--- src/design/slc3_ctrl_pkg.sv ---
// Control word encodings assume a single bus driver per cycle and NONE puts zero on the bus
package slc3_ctrl_pkg;

    // ----------------------------------------
    // Datapath selects
    // ----------------------------------------

    // Zero encoding is the idle bus
    typedef enum logic [2:0] {
        NONE        = 3'd0,
        GATE_PC     = 3'd1,
        GATE_MDR    = 3'd2,
        GATE_ALU    = 3'd3,
        GATE_MARMUX = 3'd4
    } bus_src_e;

    typedef enum logic [1:0] {
        PC_PLUS1 = 2'd0,
        PC_ADDER = 2'd1,
        PC_BUS   = 2'd2
    } pc_mux_e;

    typedef enum logic {ADDR1_PC, ADDR1_SR1} addr1_sel_e;

    typedef enum logic [1:0] {
        ADDR2_ZERO  = 2'd0,
        ADDR2_OFF6  = 2'd1,
        ADDR2_OFF9  = 2'd2,
        ADDR2_OFF11 = 2'd3
    } addr2_sel_e;

    typedef enum logic {DR_IR, DR_R7} dr_sel_e;

    // Base field is IR[8:6], dr field is IR[11:9]
    typedef enum logic {SR1_BASE, SR1_DR} sr1_sel_e;

    typedef enum logic [1:0] {
        ALU_ADD  = 2'd0,
        ALU_AND  = 2'd1,
        ALU_NOT  = 2'd2,
        ALU_PASS = 2'd3
    } alu_op_e;

    // ----------------------------------------
    // Control word, one per state
    // ----------------------------------------
    typedef struct packed {
        logic       ld_mar;
        logic       ld_mdr;
        logic       ld_ir;
        logic       ld_pc;
        logic       ld_reg;
        logic       ld_cc;
        logic       ld_ben;
        logic       ld_led;
        bus_src_e   bus_src;
        pc_mux_e    pc_mux;
        addr1_sel_e addr1_sel;
        addr2_sel_e addr2_sel;
        dr_sel_e    dr_sel;
        sr1_sel_e   sr1_sel;
        alu_op_e    alu_op;
        logic       alu_imm;
        logic       mdr_from_mem;
    } ctrl_word_t;

    // No loads, nothing on the bus
    localparam ctrl_word_t CTRL_IDLE = '0;

    typedef enum logic [4:0] {
        S_HALT,
        S_FETCH1,
        S_FETCH2,
        S_FETCH3,
        S_FETCH4,
        S_DECODE,
        S_ALU,
        S_BR,
        S_JMP,
        S_JSR1,
        S_JSR2,
        S_LDR1,
        S_LDR2,
        S_LDR3,
        S_LDR4,
        S_STR1,
        S_STR2,
        S_STR3,
        S_PAUSE
    } state_e;

endpackage

--- src/design/slc3_isa_pkg.sv ---
// Covers only the SLC-3 opcodes this core runs and any other opcode is skipped as a no-op
package slc3_isa_pkg;

    // ----------------------------------------
    // Data word
    // ----------------------------------------
    typedef logic [15:0] word_t;

    // Opcodes in scope, LC-3 encodings plus PAUSE in the spare slot
    typedef enum logic [3:0] {
        OP_BR    = 4'b0000,
        OP_ADD   = 4'b0001,
        OP_JSR   = 4'b0100,
        OP_AND   = 4'b0101,
        OP_LDR   = 4'b0110,
        OP_STR   = 4'b0111,
        OP_NOT   = 4'b1001,
        OP_JMP   = 4'b1100,
        OP_PAUSE = 4'b1101
    } opcode_e;

    // ----------------------------------------
    // Instruction formats
    // ----------------------------------------

    // ADD, AND, NOT view
    // With imm set, {unused, sr2} holds imm5
    typedef struct packed {
        opcode_e    opcode;
        logic [2:0] dr;
        logic [2:0] sr1;
        logic       imm;
        logic [1:0] unused;
        logic [2:0] sr2;
    } reg_form_t;

    // BR, JMP, JSR, LDR, STR, PAUSE view
    // offset9 is {base, offset6} and offset11 adds nzp_dr[1:0] on top
    typedef struct packed {
        opcode_e    opcode;
        logic [2:0] nzp_dr;
        logic [2:0] base;
        logic [5:0] offset6;
    } off_form_t;

    typedef union packed {
        reg_form_t reg_form;
        off_form_t off_form;
    } instr_u;

endpackage

--- src/design/slc3_control.sv ---
// One state per clock with no halt instruction, so once run_i starts the core it only stops at PAUSE
`timescale 1ns/1ps

module slc3_control (
    input  logic                      clk,
    input  logic                      reset_i,
    input  logic                      run_i,
    input  logic                      continue_i,
    input  slc3_isa_pkg::instr_u      instr_i,
    input  logic                      ben_i,
    output slc3_ctrl_pkg::ctrl_word_t ctrl_o,
    output logic                      mem_ena_o,
    output logic                      mem_wr_o
);

    import slc3_isa_pkg::*;
    import slc3_ctrl_pkg::*;

    state_e  state_q;
    state_e  state_nxt;
    opcode_e opcode;

    assign opcode = instr_i.reg_form.opcode;

    always_ff @(posedge clk) begin
        if (reset_i) begin
            state_q <= S_HALT;
        end else begin
            state_q <= state_nxt;
        end
    end

    // ----------------------------------------
    // Next state and control word
    // ----------------------------------------
    always_comb begin
        ctrl_o    = CTRL_IDLE;
        mem_ena_o = 1'b0;
        mem_wr_o  = 1'b0;
        state_nxt = state_q;

        case (state_q)
            S_HALT: begin
                if (run_i) begin
                    state_nxt = S_FETCH1;
                end
            end

            // MAR <- PC, PC <- PC + 1
            S_FETCH1: begin
                ctrl_o.bus_src = GATE_PC;
                ctrl_o.ld_mar  = 1'b1;
                ctrl_o.ld_pc   = 1'b1;
                ctrl_o.pc_mux  = PC_PLUS1;
                state_nxt      = S_FETCH2;
            end
            S_FETCH2: begin
                mem_ena_o = 1'b1;
                state_nxt = S_FETCH3;
            end
            S_FETCH3: begin
                ctrl_o.ld_mdr       = 1'b1;
                ctrl_o.mdr_from_mem = 1'b1;
                state_nxt           = S_FETCH4;
            end
            S_FETCH4: begin
                ctrl_o.bus_src = GATE_MDR;
                ctrl_o.ld_ir   = 1'b1;
                state_nxt      = S_DECODE;
            end

            S_DECODE: begin
                ctrl_o.ld_ben = 1'b1;
                case (opcode)
                    OP_ADD, OP_AND, OP_NOT: state_nxt = S_ALU;
                    OP_BR:    state_nxt = S_BR;
                    OP_JMP:   state_nxt = S_JMP;
                    OP_JSR:   state_nxt = S_JSR1;
                    OP_LDR:   state_nxt = S_LDR1;
                    OP_STR:   state_nxt = S_STR1;
                    OP_PAUSE: state_nxt = S_PAUSE;
                    default:  state_nxt = S_FETCH1;
                endcase
            end

            // ADD, AND and NOT share one state, only the ALU op differs
            S_ALU: begin
                ctrl_o.bus_src = GATE_ALU;
                ctrl_o.ld_reg  = 1'b1;
                ctrl_o.ld_cc   = 1'b1;
                ctrl_o.dr_sel  = DR_IR;
                ctrl_o.sr1_sel = SR1_BASE;
                ctrl_o.alu_imm = instr_i.reg_form.imm;
                case (opcode)
                    OP_AND:  ctrl_o.alu_op = ALU_AND;
                    OP_NOT:  ctrl_o.alu_op = ALU_NOT;
                    default: ctrl_o.alu_op = ALU_ADD;
                endcase
                state_nxt = S_FETCH1;
            end

            S_BR: begin
                ctrl_o.ld_pc     = ben_i;
                ctrl_o.pc_mux    = PC_ADDER;
                ctrl_o.addr1_sel = ADDR1_PC;
                ctrl_o.addr2_sel = ADDR2_OFF9;
                state_nxt        = S_FETCH1;
            end

            // Base register passes through the ALU onto the bus
            S_JMP: begin
                ctrl_o.bus_src = GATE_ALU;
                ctrl_o.sr1_sel = SR1_BASE;
                ctrl_o.alu_op  = ALU_PASS;
                ctrl_o.ld_pc   = 1'b1;
                ctrl_o.pc_mux  = PC_BUS;
                state_nxt      = S_FETCH1;
            end

            S_JSR1: begin
                ctrl_o.bus_src = GATE_PC;
                ctrl_o.ld_reg  = 1'b1;
                ctrl_o.dr_sel  = DR_R7;
                state_nxt      = S_JSR2;
            end
            S_JSR2: begin
                ctrl_o.ld_pc     = 1'b1;
                ctrl_o.pc_mux    = PC_ADDER;
                ctrl_o.addr1_sel = ADDR1_PC;
                ctrl_o.addr2_sel = ADDR2_OFF11;
                state_nxt        = S_FETCH1;
            end

            // MAR <- base + offset6, same for LDR and STR
            S_LDR1, S_STR1: begin
                ctrl_o.bus_src   = GATE_MARMUX;
                ctrl_o.ld_mar    = 1'b1;
                ctrl_o.sr1_sel   = SR1_BASE;
                ctrl_o.addr1_sel = ADDR1_SR1;
                ctrl_o.addr2_sel = ADDR2_OFF6;
                state_nxt        = (state_q == S_LDR1) ? S_LDR2 : S_STR2;
            end
            S_LDR2: begin
                mem_ena_o = 1'b1;
                state_nxt = S_LDR3;
            end
            S_LDR3: begin
                ctrl_o.ld_mdr       = 1'b1;
                ctrl_o.mdr_from_mem = 1'b1;
                state_nxt           = S_LDR4;
            end
            S_LDR4: begin
                ctrl_o.bus_src = GATE_MDR;
                ctrl_o.ld_reg  = 1'b1;
                ctrl_o.ld_cc   = 1'b1;
                ctrl_o.dr_sel  = DR_IR;
                state_nxt      = S_FETCH1;
            end

            // Source register of STR sits in the dr field
            S_STR2: begin
                ctrl_o.bus_src = GATE_ALU;
                ctrl_o.sr1_sel = SR1_DR;
                ctrl_o.alu_op  = ALU_PASS;
                ctrl_o.ld_mdr  = 1'b1;
                state_nxt      = S_STR3;
            end
            S_STR3: begin
                mem_ena_o = 1'b1;
                mem_wr_o  = 1'b1;
                state_nxt = S_FETCH1;
            end

            S_PAUSE: begin
                ctrl_o.ld_led = 1'b1;
                if (continue_i) begin
                    state_nxt = S_FETCH1;
                end
            end

            default: state_nxt = S_HALT;
        endcase
    end

endmodule

--- src/design/slc3_cpu.sv ---
// Memory must return read data one cycle after mem_ena_o and hex_display_o mirrors IR
`timescale 1ns/1ps

module slc3_cpu #(
    parameter slc3_isa_pkg::word_t RESET_PC = '0
) (
    input  logic                clk,
    input  logic                reset_i,
    input  logic                run_i,
    input  logic                continue_i,
    input  slc3_isa_pkg::word_t mem_rdata_i,
    output slc3_isa_pkg::word_t mem_addr_o,
    output slc3_isa_pkg::word_t mem_wdata_o,
    output logic                mem_ena_o,
    output logic                mem_wr_o,
    output logic [11:0]         led_o,
    output slc3_isa_pkg::word_t hex_display_o
);

    import slc3_isa_pkg::*;
    import slc3_ctrl_pkg::*;

    ctrl_word_t ctrl;
    instr_u     instr;
    logic       ben;
    logic [2:0] dr_addr;
    logic [2:0] sr1_addr;
    logic [2:0] sr2_addr;
    logic       reg_wr;
    word_t      bus;
    word_t      sr1_data;
    word_t      sr2_data;

    assign hex_display_o = instr;

    slc3_control control0 (
        .clk        (clk),
        .reset_i    (reset_i),
        .run_i      (run_i),
        .continue_i (continue_i),
        .instr_i    (instr),
        .ben_i      (ben),
        .ctrl_o     (ctrl),
        .mem_ena_o  (mem_ena_o),
        .mem_wr_o   (mem_wr_o)
    );

    slc3_datapath #(
        .RESET_PC (RESET_PC)
    ) datapath0 (
        .clk         (clk),
        .reset_i     (reset_i),
        .ctrl_i      (ctrl),
        .mem_rdata_i (mem_rdata_i),
        .sr1_data_i  (sr1_data),
        .sr2_data_i  (sr2_data),
        .instr_o     (instr),
        .ben_o       (ben),
        .dr_addr_o   (dr_addr),
        .sr1_addr_o  (sr1_addr),
        .sr2_addr_o  (sr2_addr),
        .reg_wr_o    (reg_wr),
        .bus_o       (bus),
        .mar_o       (mem_addr_o),
        .mdr_o       (mem_wdata_o),
        .led_o       (led_o)
    );

    // Bus is the only write data path into the registers
    slc3_reg_file reg_file0 (
        .clk        (clk),
        .reset_i    (reset_i),
        .wr_i       (reg_wr),
        .dr_addr_i  (dr_addr),
        .sr1_addr_i (sr1_addr),
        .sr2_addr_i (sr2_addr),
        .wdata_i    (bus),
        .sr1_data_o (sr1_data),
        .sr2_data_o (sr2_data)
    );

endmodule

--- src/design/slc3_datapath.sv ---
// Single 16-bit bus with one driver per cycle and MAR and MDR hold no reset value
`timescale 1ns/1ps

module slc3_datapath #(
    parameter slc3_isa_pkg::word_t RESET_PC = '0
) (
    input  logic                      clk,
    input  logic                      reset_i,
    input  slc3_ctrl_pkg::ctrl_word_t ctrl_i,
    input  slc3_isa_pkg::word_t       mem_rdata_i,
    input  slc3_isa_pkg::word_t       sr1_data_i,
    input  slc3_isa_pkg::word_t       sr2_data_i,
    output slc3_isa_pkg::instr_u      instr_o,
    output logic                      ben_o,
    output logic [2:0]                dr_addr_o,
    output logic [2:0]                sr1_addr_o,
    output logic [2:0]                sr2_addr_o,
    output logic                      reg_wr_o,
    output slc3_isa_pkg::word_t       bus_o,
    output slc3_isa_pkg::word_t       mar_o,
    output slc3_isa_pkg::word_t       mdr_o,
    output logic [11:0]               led_o
);

    import slc3_isa_pkg::*;
    import slc3_ctrl_pkg::*;

    word_t      pc_q;
    word_t      mar_q;
    word_t      mdr_q;
    instr_u     ir_q;
    logic [2:0] nzp_q;
    logic       ben_q;
    logic [11:0] led_q;

    word_t      bus;
    word_t      pc_nxt;
    word_t      mdr_nxt;
    word_t      addr1;
    word_t      addr2;
    word_t      addr_sum;
    word_t      alu_b;
    word_t      alu_out;
    word_t      sext5;
    word_t      sext6;
    word_t      sext9;
    word_t      sext11;
    logic [2:0] nzp_nxt;

    // ----------------------------------------
    // Sign extension of IR fields
    // ----------------------------------------
    assign sext5  = {{11{ir_q.reg_form.unused[1]}}, ir_q.reg_form.unused, ir_q.reg_form.sr2};
    assign sext6  = {{10{ir_q.off_form.offset6[5]}}, ir_q.off_form.offset6};
    assign sext9  = {{7{ir_q.off_form.base[2]}}, ir_q.off_form.base, ir_q.off_form.offset6};
    assign sext11 = {{5{ir_q.off_form.nzp_dr[1]}}, ir_q.off_form.nzp_dr[1:0],
                     ir_q.off_form.base, ir_q.off_form.offset6};

    // Address adder
    assign addr1 = (ctrl_i.addr1_sel == ADDR1_SR1) ? sr1_data_i : pc_q;

    always_comb begin
        case (ctrl_i.addr2_sel)
            ADDR2_OFF6:  addr2 = sext6;
            ADDR2_OFF9:  addr2 = sext9;
            ADDR2_OFF11: addr2 = sext11;
            default:     addr2 = '0;
        endcase
    end

    assign addr_sum = addr1 + addr2;

    // ALU, SR1 is always the A operand
    assign alu_b = ctrl_i.alu_imm ? sext5 : sr2_data_i;

    always_comb begin
        case (ctrl_i.alu_op)
            ALU_ADD: alu_out = sr1_data_i + alu_b;
            ALU_AND: alu_out = sr1_data_i & alu_b;
            ALU_NOT: alu_out = ~sr1_data_i;
            default: alu_out = sr1_data_i;
        endcase
    end

    // ----------------------------------------
    // Bus
    // ----------------------------------------
    always_comb begin
        case (ctrl_i.bus_src)
            GATE_PC:     bus = pc_q;
            GATE_MDR:    bus = mdr_q;
            GATE_ALU:    bus = alu_out;
            GATE_MARMUX: bus = addr_sum;
            default:     bus = '0;
        endcase
    end

    always_comb begin
        case (ctrl_i.pc_mux)
            PC_ADDER: pc_nxt = addr_sum;
            PC_BUS:   pc_nxt = bus;
            default:  pc_nxt = pc_q + 16'd1;
        endcase
    end

    assign mdr_nxt = ctrl_i.mdr_from_mem ? mem_rdata_i : bus;

    // n, z, p taken from whatever is on the bus
    assign nzp_nxt = {bus[15], bus == '0, ~bus[15] & (bus != '0)};

    // ----------------------------------------
    // Registers
    // ----------------------------------------
    always_ff @(posedge clk) begin
        if (reset_i) begin
            pc_q  <= RESET_PC;
            ir_q  <= '0;
            nzp_q <= '0;
            ben_q <= 1'b0;
            led_q <= '0;
        end else begin
            if (ctrl_i.ld_pc) begin
                pc_q <= pc_nxt;
            end
            if (ctrl_i.ld_ir) begin
                ir_q <= bus;
            end
            if (ctrl_i.ld_cc) begin
                nzp_q <= nzp_nxt;
            end
            if (ctrl_i.ld_ben) begin
                ben_q <= |(nzp_q & ir_q.off_form.nzp_dr);
            end
            if (ctrl_i.ld_led) begin
                led_q <= ir_q[11:0];
            end
        end
    end

    always_ff @(posedge clk) begin
        if (ctrl_i.ld_mar) begin
            mar_q <= bus;
        end
        if (ctrl_i.ld_mdr) begin
            mdr_q <= mdr_nxt;
        end
    end

    // Register file ports
    assign dr_addr_o  = (ctrl_i.dr_sel == DR_R7) ? 3'd7 : ir_q.reg_form.dr;
    assign sr1_addr_o = (ctrl_i.sr1_sel == SR1_DR) ? ir_q.reg_form.dr : ir_q.reg_form.sr1;
    assign sr2_addr_o = ir_q.reg_form.sr2;
    assign reg_wr_o   = ctrl_i.ld_reg;

    assign instr_o = ir_q;
    assign ben_o   = ben_q;
    assign bus_o   = bus;
    assign mar_o   = mar_q;
    assign mdr_o   = mdr_q;
    assign led_o   = led_q;

endmodule

--- src/design/slc3_reg_file.sv ---
// Reads are combinational, so a write is seen by the reads only after the clock edge
`timescale 1ns/1ps

module slc3_reg_file (
    input  logic                clk,
    input  logic                reset_i,
    input  logic                wr_i,
    input  logic [2:0]          dr_addr_i,
    input  logic [2:0]          sr1_addr_i,
    input  logic [2:0]          sr2_addr_i,
    input  slc3_isa_pkg::word_t wdata_i,
    output slc3_isa_pkg::word_t sr1_data_o,
    output slc3_isa_pkg::word_t sr2_data_o
);

    import slc3_isa_pkg::*;

    word_t regs_q [8];

    // R0 to R7, all cleared on reset
    always_ff @(posedge clk) begin
        if (reset_i) begin
            for (int i = 0; i < 8; i++) begin
                regs_q[i] <= '0;
            end
        end else if (wr_i) begin
            regs_q[dr_addr_i] <= wdata_i;
        end
    end

    assign sr1_data_o = regs_q[sr1_addr_i];
    assign sr2_data_o = regs_q[sr2_addr_i];

endmodule

--- config.mk ---
export PLATFORM = sky130hd
export DESIGN_NAME = slc3_cpu
export DESIGN_NICKNAME = d
export VERILOG_FILES = /design/src/design/slc3_ctrl_pkg.sv /design/src/design/slc3_isa_pkg.sv /design/src/design/slc3_control.sv /design/src/design/slc3_cpu.sv /design/src/design/slc3_datapath.sv /design/src/design/slc3_reg_file.sv
export SDC_FILE = /design/constraint.sdc
export NUM_CORES = 1
export LEC_CHECK = 0
export ABC_AREA = 1
export BUFFER_PORTS_ARGS = -buffer_cell sky130_fd_sc_hd__clkbuf_2
export CORE_MARGIN = 3
export CORE_UTILIZATION = 35
export DETAILED_ROUTE_END_ITERATION = 8
export GPL_TIMING_DRIVEN = 0
export PLACE_DENSITY = 0.49
export SYNTH_ARGS = -nofsm -noshare
export SYNTH_HDL_FRONTEND = slang
export SYNTH_HIERARCHICAL = 1
export SYNTH_SLANG_ARGS = --single-unit
--- constraint.sdc ---
create_clock -name clk -period 3.49 [get_ports clk]
set_clock_uncertainty 0.05 [all_clocks]
set_input_delay 0.698 -clock clk [delete_from_list [all_inputs] [get_ports clk]]
set_output_delay 0.698 -clock clk [all_outputs]
set_load 0.01 [all_outputs]
Yosys cells after proc, flatten, opt, wreduce, memory -nomap -nowiden --
Memories as Yosys holds them, arrays and structs flattened. A register that Yosys moved wholly into a read port is not among the register bits. Index checks and enable logic that the tools add are counted.
Operators by class: bitwise gates (word level) 5, $add $sub $neg 3, reduce and logical (&&, ||, !) cells 21, multiplexer cells 44, eq/ne operators 33
Operators with widths (count):
- 16-bit case mux with 3 select lines | 2
- 5-bit case mux with 13 select lines | 1
- 16-bit two-way mux | 4
- 16-bit case mux with 4 select lines | 1
- 5-bit by 4-bit equality test with 1-bit output (second input constant) | 8
- 16-bit adder | 2
- 16-bit case mux with 2 select lines | 1
- 3-bit OR reduction | 7
- 5-bit by 3-bit equality test with 1-bit output (second input constant) | 4
- 1-bit two-way mux | 19
- 16-bit by 1-bit adder with 16-bit output (second input constant) | 1
- 16-bit bitwise AND | 1
- 16-bit zero test | 1
- 16-bit NOT | 1
- 16-bit nonzero test | 1
- 16-bit OR reduction | 1
- 5-bit equality test (second input constant) | 3
- 3-bit two-way mux | 5
- 5-bit two-way mux | 3
- 2-bit OR reduction | 7
- 2-bit case mux with 2 select lines | 3
- 3-bit case mux with 4 select lines | 1
- 5-bit by 2-bit equality test with 1-bit output (second input constant) | 2
- 3-bit case mux with 3 select lines | 1
- 18 further kinds | 26
Storage, ports and cells: logic and storage cells 116, memory bits (read-only) 80, memories kept 2, bits in writable memories 128, bits of input ports 20, register bits 85
Memories:
- reg_file0.regs_q | words 8, bits a word 16, read ports 2, clocked after Yosys merged registers in 1, wr ports 8, RTL line slc3_reg_file.sv:18 | word_t regs_q [8];
- (no name shown) | words 16, bits a word 5, read ports 1, clocked after Yosys merged registers in 1, wr ports 0, RTL line slc3_control.sv:74 | case (opcode)

Depth between registers and ports, before layout --
depth in word-level cells 9, gate-level depth with buffers 35, mapped depth without buffers 34

Modules after synthesis --
Netlist, hierarchy kept.
By module, submodules not included:
- slc3_reg_file | times used 1, area an instance 7532.2 um2, cells each 1032, sequential area each 3843.7 um2
- slc3_datapath | times used 1, area an instance 6822.8 um2, cells each 1070, sequential area each 1921.8 um2
- slc3_control | times used 1, area an instance 640.6 um2, cells each 130, sequential area each 100.1 um2

Worst setup path after synthesis --
OpenSTA, ideal clock, no wires.
path type flip-flop to flip-flop, start register control0.state_q[1], end register datapath0.nzp_q[0], setup time 0.132 ns, arrival time 3.688 ns, path slack -0.380 ns, period minus slack after synthesis 3.870 ns, stages on the path, launching flop included 32, data required time 3.308 ns, path buffers 2, path through dfxtp_1 -> inv_1 -> nand2_1 -> inv_1 -> nand2_1 -> inv_1 -> nand2_1 -> inv_1 -> o21ai_0 -> buf_2 -> buf_2 -> nand2_1 -> nand3_1 -> nand2_1 -> nand2_1 -> nand2_1 -> nand2_1 -> o21ai_0 -> ha_1 -> fa_1 -> nand2_1 -> nand3_1 -> and2_4 -> xor2_1 -> nand2_1 -> nand3b_4 -> nor2_1 -> nand2_1 -> nor2_1 -> nand4_1 -> nand2_1 -> a21oi_1
RTL lines:
- start, declared | RTL line slc3_control.sv:19 | state_e state_q;
- start signal, assigned | RTL line slc3_control.sv:29 | state_q <= state_nxt;
- end signal, assigned | RTL line slc3_datapath.sv:129 | nzp_q <= nzp_nxt;
- end, declared | RTL line slc3_datapath.sv:32 | logic [2:0] nzp_q;

==> run summary <==
The flow ran to the end, but the final reports show violations. The final reports fail on setup timing. The layout cell share with drive strength beyond 1 is 32.8%. The first-pass GRT wire length came out at about 92000 microns. Summing over every cut layer, the via total after detailed routing is 16100. The number of design rule violations left after detail routing is 0.

The first-pass iteration count of the detailed router came out at 5. Setup repair after global routing could not meet its margin everywhere. The number of enable flip-flop cells after synthesis came out at between 150 and 200. The most used flip-flop cell after synthesis is edfxtp_1. Cells fill between 50 and 60% of the core in the end. The number of standard cells after synthesis is about 2200. The worst register-to-register path has a setup slack of -0.65 ns. The commonest cells after synthesis are nand2_1 (747), inv_1 (352), nor2_1 (223).

The net count of the mapped netlist is approximately 2300. The cell with the largest stage delay on the worst path is dfxtp_2. In the post-route analysis, the smallest setup slack over all paths is -0.646 ns. STA puts the critical path data required time at between 3 and 4 ns. The half-perimeter wire length of the detailed placement result came out at approximately 46000 microns. The tightest min-delay check is of the in -> reg type. The footprint of the multi-input gates is between 9000 and 10000 sq um. The die outline area is approximately 45000 sq um.

TritonCTS built the clock tree. The global-route usage over all layers is approximately 27%. For the worst-skew pair, the clock arrives at the later sink with an insertion delay of slightly below 0.6 ns. Summed over all nets, wire length on met3 after detailed routing comes to 4550 microns.

The post-route antenna net violation count came out at 0. The post-CTS clock slew at the launch and capture registers of the worst setup and hold paths is ~0.06 ns. The proportion of synthesized chip area in sequential cells came out at 39.1%. The minimum setup slack after placement came out at -1.99 ns. The buffer depth of the longest clock path is 3. The path type of the worst setup path is reg -> reg. The number of vias per cell came out at approximately 5.3.

The peak supply drop came out at a little over 0.4 mV. The critical path arrival came out at approximately 4.5 ns. The headroom to the max-slew limit is between 20% and 30%. After floorplanning, the core was sized to cover 42100 sq um.

The initial antenna violation count is 1. On the worst path, the slowest cell contributes a delay of approximately 0.33 ns. The final setup violation count came out at 180. The root buffer cell chosen for the clock tree is clkbuf_16.

TritonCTS created 27 clock buffers. Dividing the detail-routed wire length by the instance count gives 20.9 microns. The placer's final routability congestion estimate came out at a little under 1. The total routed wirelength came out at between 60000 and 70000 microns. The final non-filler cell total came out at about 3100. In this run the vertical extent of the chip is ~210 microns. The pin count of the biggest net entering global routing is 17. The minimum clock period is between 4 and 5 ns. At the pin with the least slew margin, the transition time is between 1 and 1.5 ns.

The horizontal die dimension is between 200 and 250 microns. edfxtp_1 takes more of the synthesized area than any other cell. For this run, the number of Yosys warnings is 6. The post-synthesis instance area came out at ~15000 sq um. The max capacitance violation total came out at 0.

Summing all non-filler instances in the final layout gives an area of roughly 21000 sq um. The met1 wire length came out at 29100 microns. The number of fill cells in the layout is roughly 4200. Buffers inserted to repair hold after CTS numbered 0. The detailed router used layers up to and including met4. The final critical-path share of the clock period came out at 118%.

The maximum clock frequency is 242 MHz. The number of top-level pins is around 80. In this design, the critical path's most frequently occurring cell is nand2_2. The wire length on met2 came out at 28800 microns. The worst setup path is captured at a register. The via count of the first global-routing pass came out at around 15000. The fraction of synthesized cell area taken by the top area cell type is between 30% and 40%. The final net count came out at about 2600.

The initial cell density of the core came out at a little over a third. The number of slew-limit violations in the final report is 0. Compared with the post-synthesis result, the final layout area differs by 40.8%. The clock sink count is approximately 210. The share of synthesized registers carrying an async set or reset is 0%. After synthesis, the cell types taking the most area are edfxtp_1 (32%), nand2_1 (19%), inv_1 (8.8%), nand3_1 (7.4%), dfxtp_1 (7.1%). The number of DRC violations after detailed-routing iteration 0 is about 1400. The area used by sequential logic in the layout came out at about 5900 sq um. The average cell area after synthesis came out at ~6.7 sq um. The number of placed instances, taps included is approximately 2900. The row count came out at 75. The final global-route overflow total came out at 0. The design draws 10.7 mW. CTS built an H-tree with a depth of 1.

The number of unique standard cell types used by synthesis is 51. Port buffering added 81 buffers. In the post-synthesis netlist, the cell with the most instances is nand2_1. The worst setup path is launched from a register. The peak fanout along the critical path came out at 8. The cell area after placement is 16100 sq um. Summed over all cells, the static leakage comes to 9.86 nW. The count of final hold-check violations came to 0. In this run, synthesis produced a sequential element count of 213.

In this run the power density over the cells is 505 nW/um^2.
-- power breakdown --
group | switching (mW) | internal [mW] | total (mW) | leakage [nW]
Clock | 1.23 | 1.73 | 2.96 | 0.440
Sequential | 0.111 | 2.95 | 3.06 | 2.05
Combinational | 2.97 | 1.68 | 4.64 | 7.37
Total | 4.31 | 6.36 | 10.7 | 9.86
-- cells by family after synthesis --
| group | share of synthesized area, % |
|---|---|
| buf+inv | 12.5 |
| xor+xnor | 0.818 |
| compound gates | 9.21 |
| simple gates | 35.3 |
| flops | 39.1 |
| fa+ha+maj | 3.10 |
-- per-layer routing --
layer  track usage [%]  up-vias
li1                  -     7629
met1              40.0     7765
met2              42.6      604
met3              3.45       93
met4              5.53        0
met5                 0        -
-- worst max-delay path: cells and delay by family (launching register included) --
family          cells  cell delay, ns
buf+inv            13            1.21
flops               1            0.33
fa+ha+maj           1            0.26
simple gates       19            1.59
compound gates      3            0.50
-- area by class of cell --
type	count	area share, %
clock buffer	29	3.24
multi-input combinational	1556	44.2
antenna	1	0.0119
buffer	93	3.38
timing repair buffer	239	9.84
tap	539	3.19
inverter	368	7.19
sequential	213	27.8
clock inverter	20	1.11
-- sequential cells by signal (all words and copies together), names as in the netlist --
| register | cells |
|---|---|
| datapath0/instr_o | 16 |
| datapath0/ben_o | 1 |
| datapath0/mdr_o | 16 |
| datapath0/nzp_q | 3 |
| reg_file0/regs_q | 128 |
| datapath0/led_o | 12 |
| datapath0/pc_q | 16 |
| datapath0/mar_o | 16 |
| control0/state_q | 5 |
-- stage by stage --
stage,setup TNS [ns],hold WS (ns)
floorplan,-0.0124,0.393
global placement,-230.67,0.407
detailed placement,-228.01,0.414
CTS,-67.41,0.304
global route,-103.69,0.325
finish,-78.36,0.326
-- worst paths after layout --
kind,end,startpoint,depth (start not counted)
worst min register to register,datapath0/pc_q[9],datapath0/pc_q[9],2
worst max register to register,reg_file0/regs_q[6][15],control0/state_q[0],36
worst min-delay path,datapath0/mdr_o[14],mem_rdata_i[14],3
worst max-delay path,reg_file0/regs_q[6][15],control0/state_q[0],36
-- layout by cell type, fill, tap and decap left out, types with 61 or more instances in the layout --
cell type	n
nand2_2	111
buf_6	64
nand3_1	161
buf_4	96
edfxtp_1	160
nand2_1	586
a21oi_1	61
clkbuf_2	89
inv_1	314
nand2_4	63
o21ai_0	62
nor2_1	152
-- repair_timing --
action | CTS | global route
pin swaps | 83 | 127
setup buffers | 84 | 77
gates cloned | 4 | 0
setup endpoints to repair | 195 | 194
gates resized for setup | 272 | 481
(Power assumes the default switching activity.)
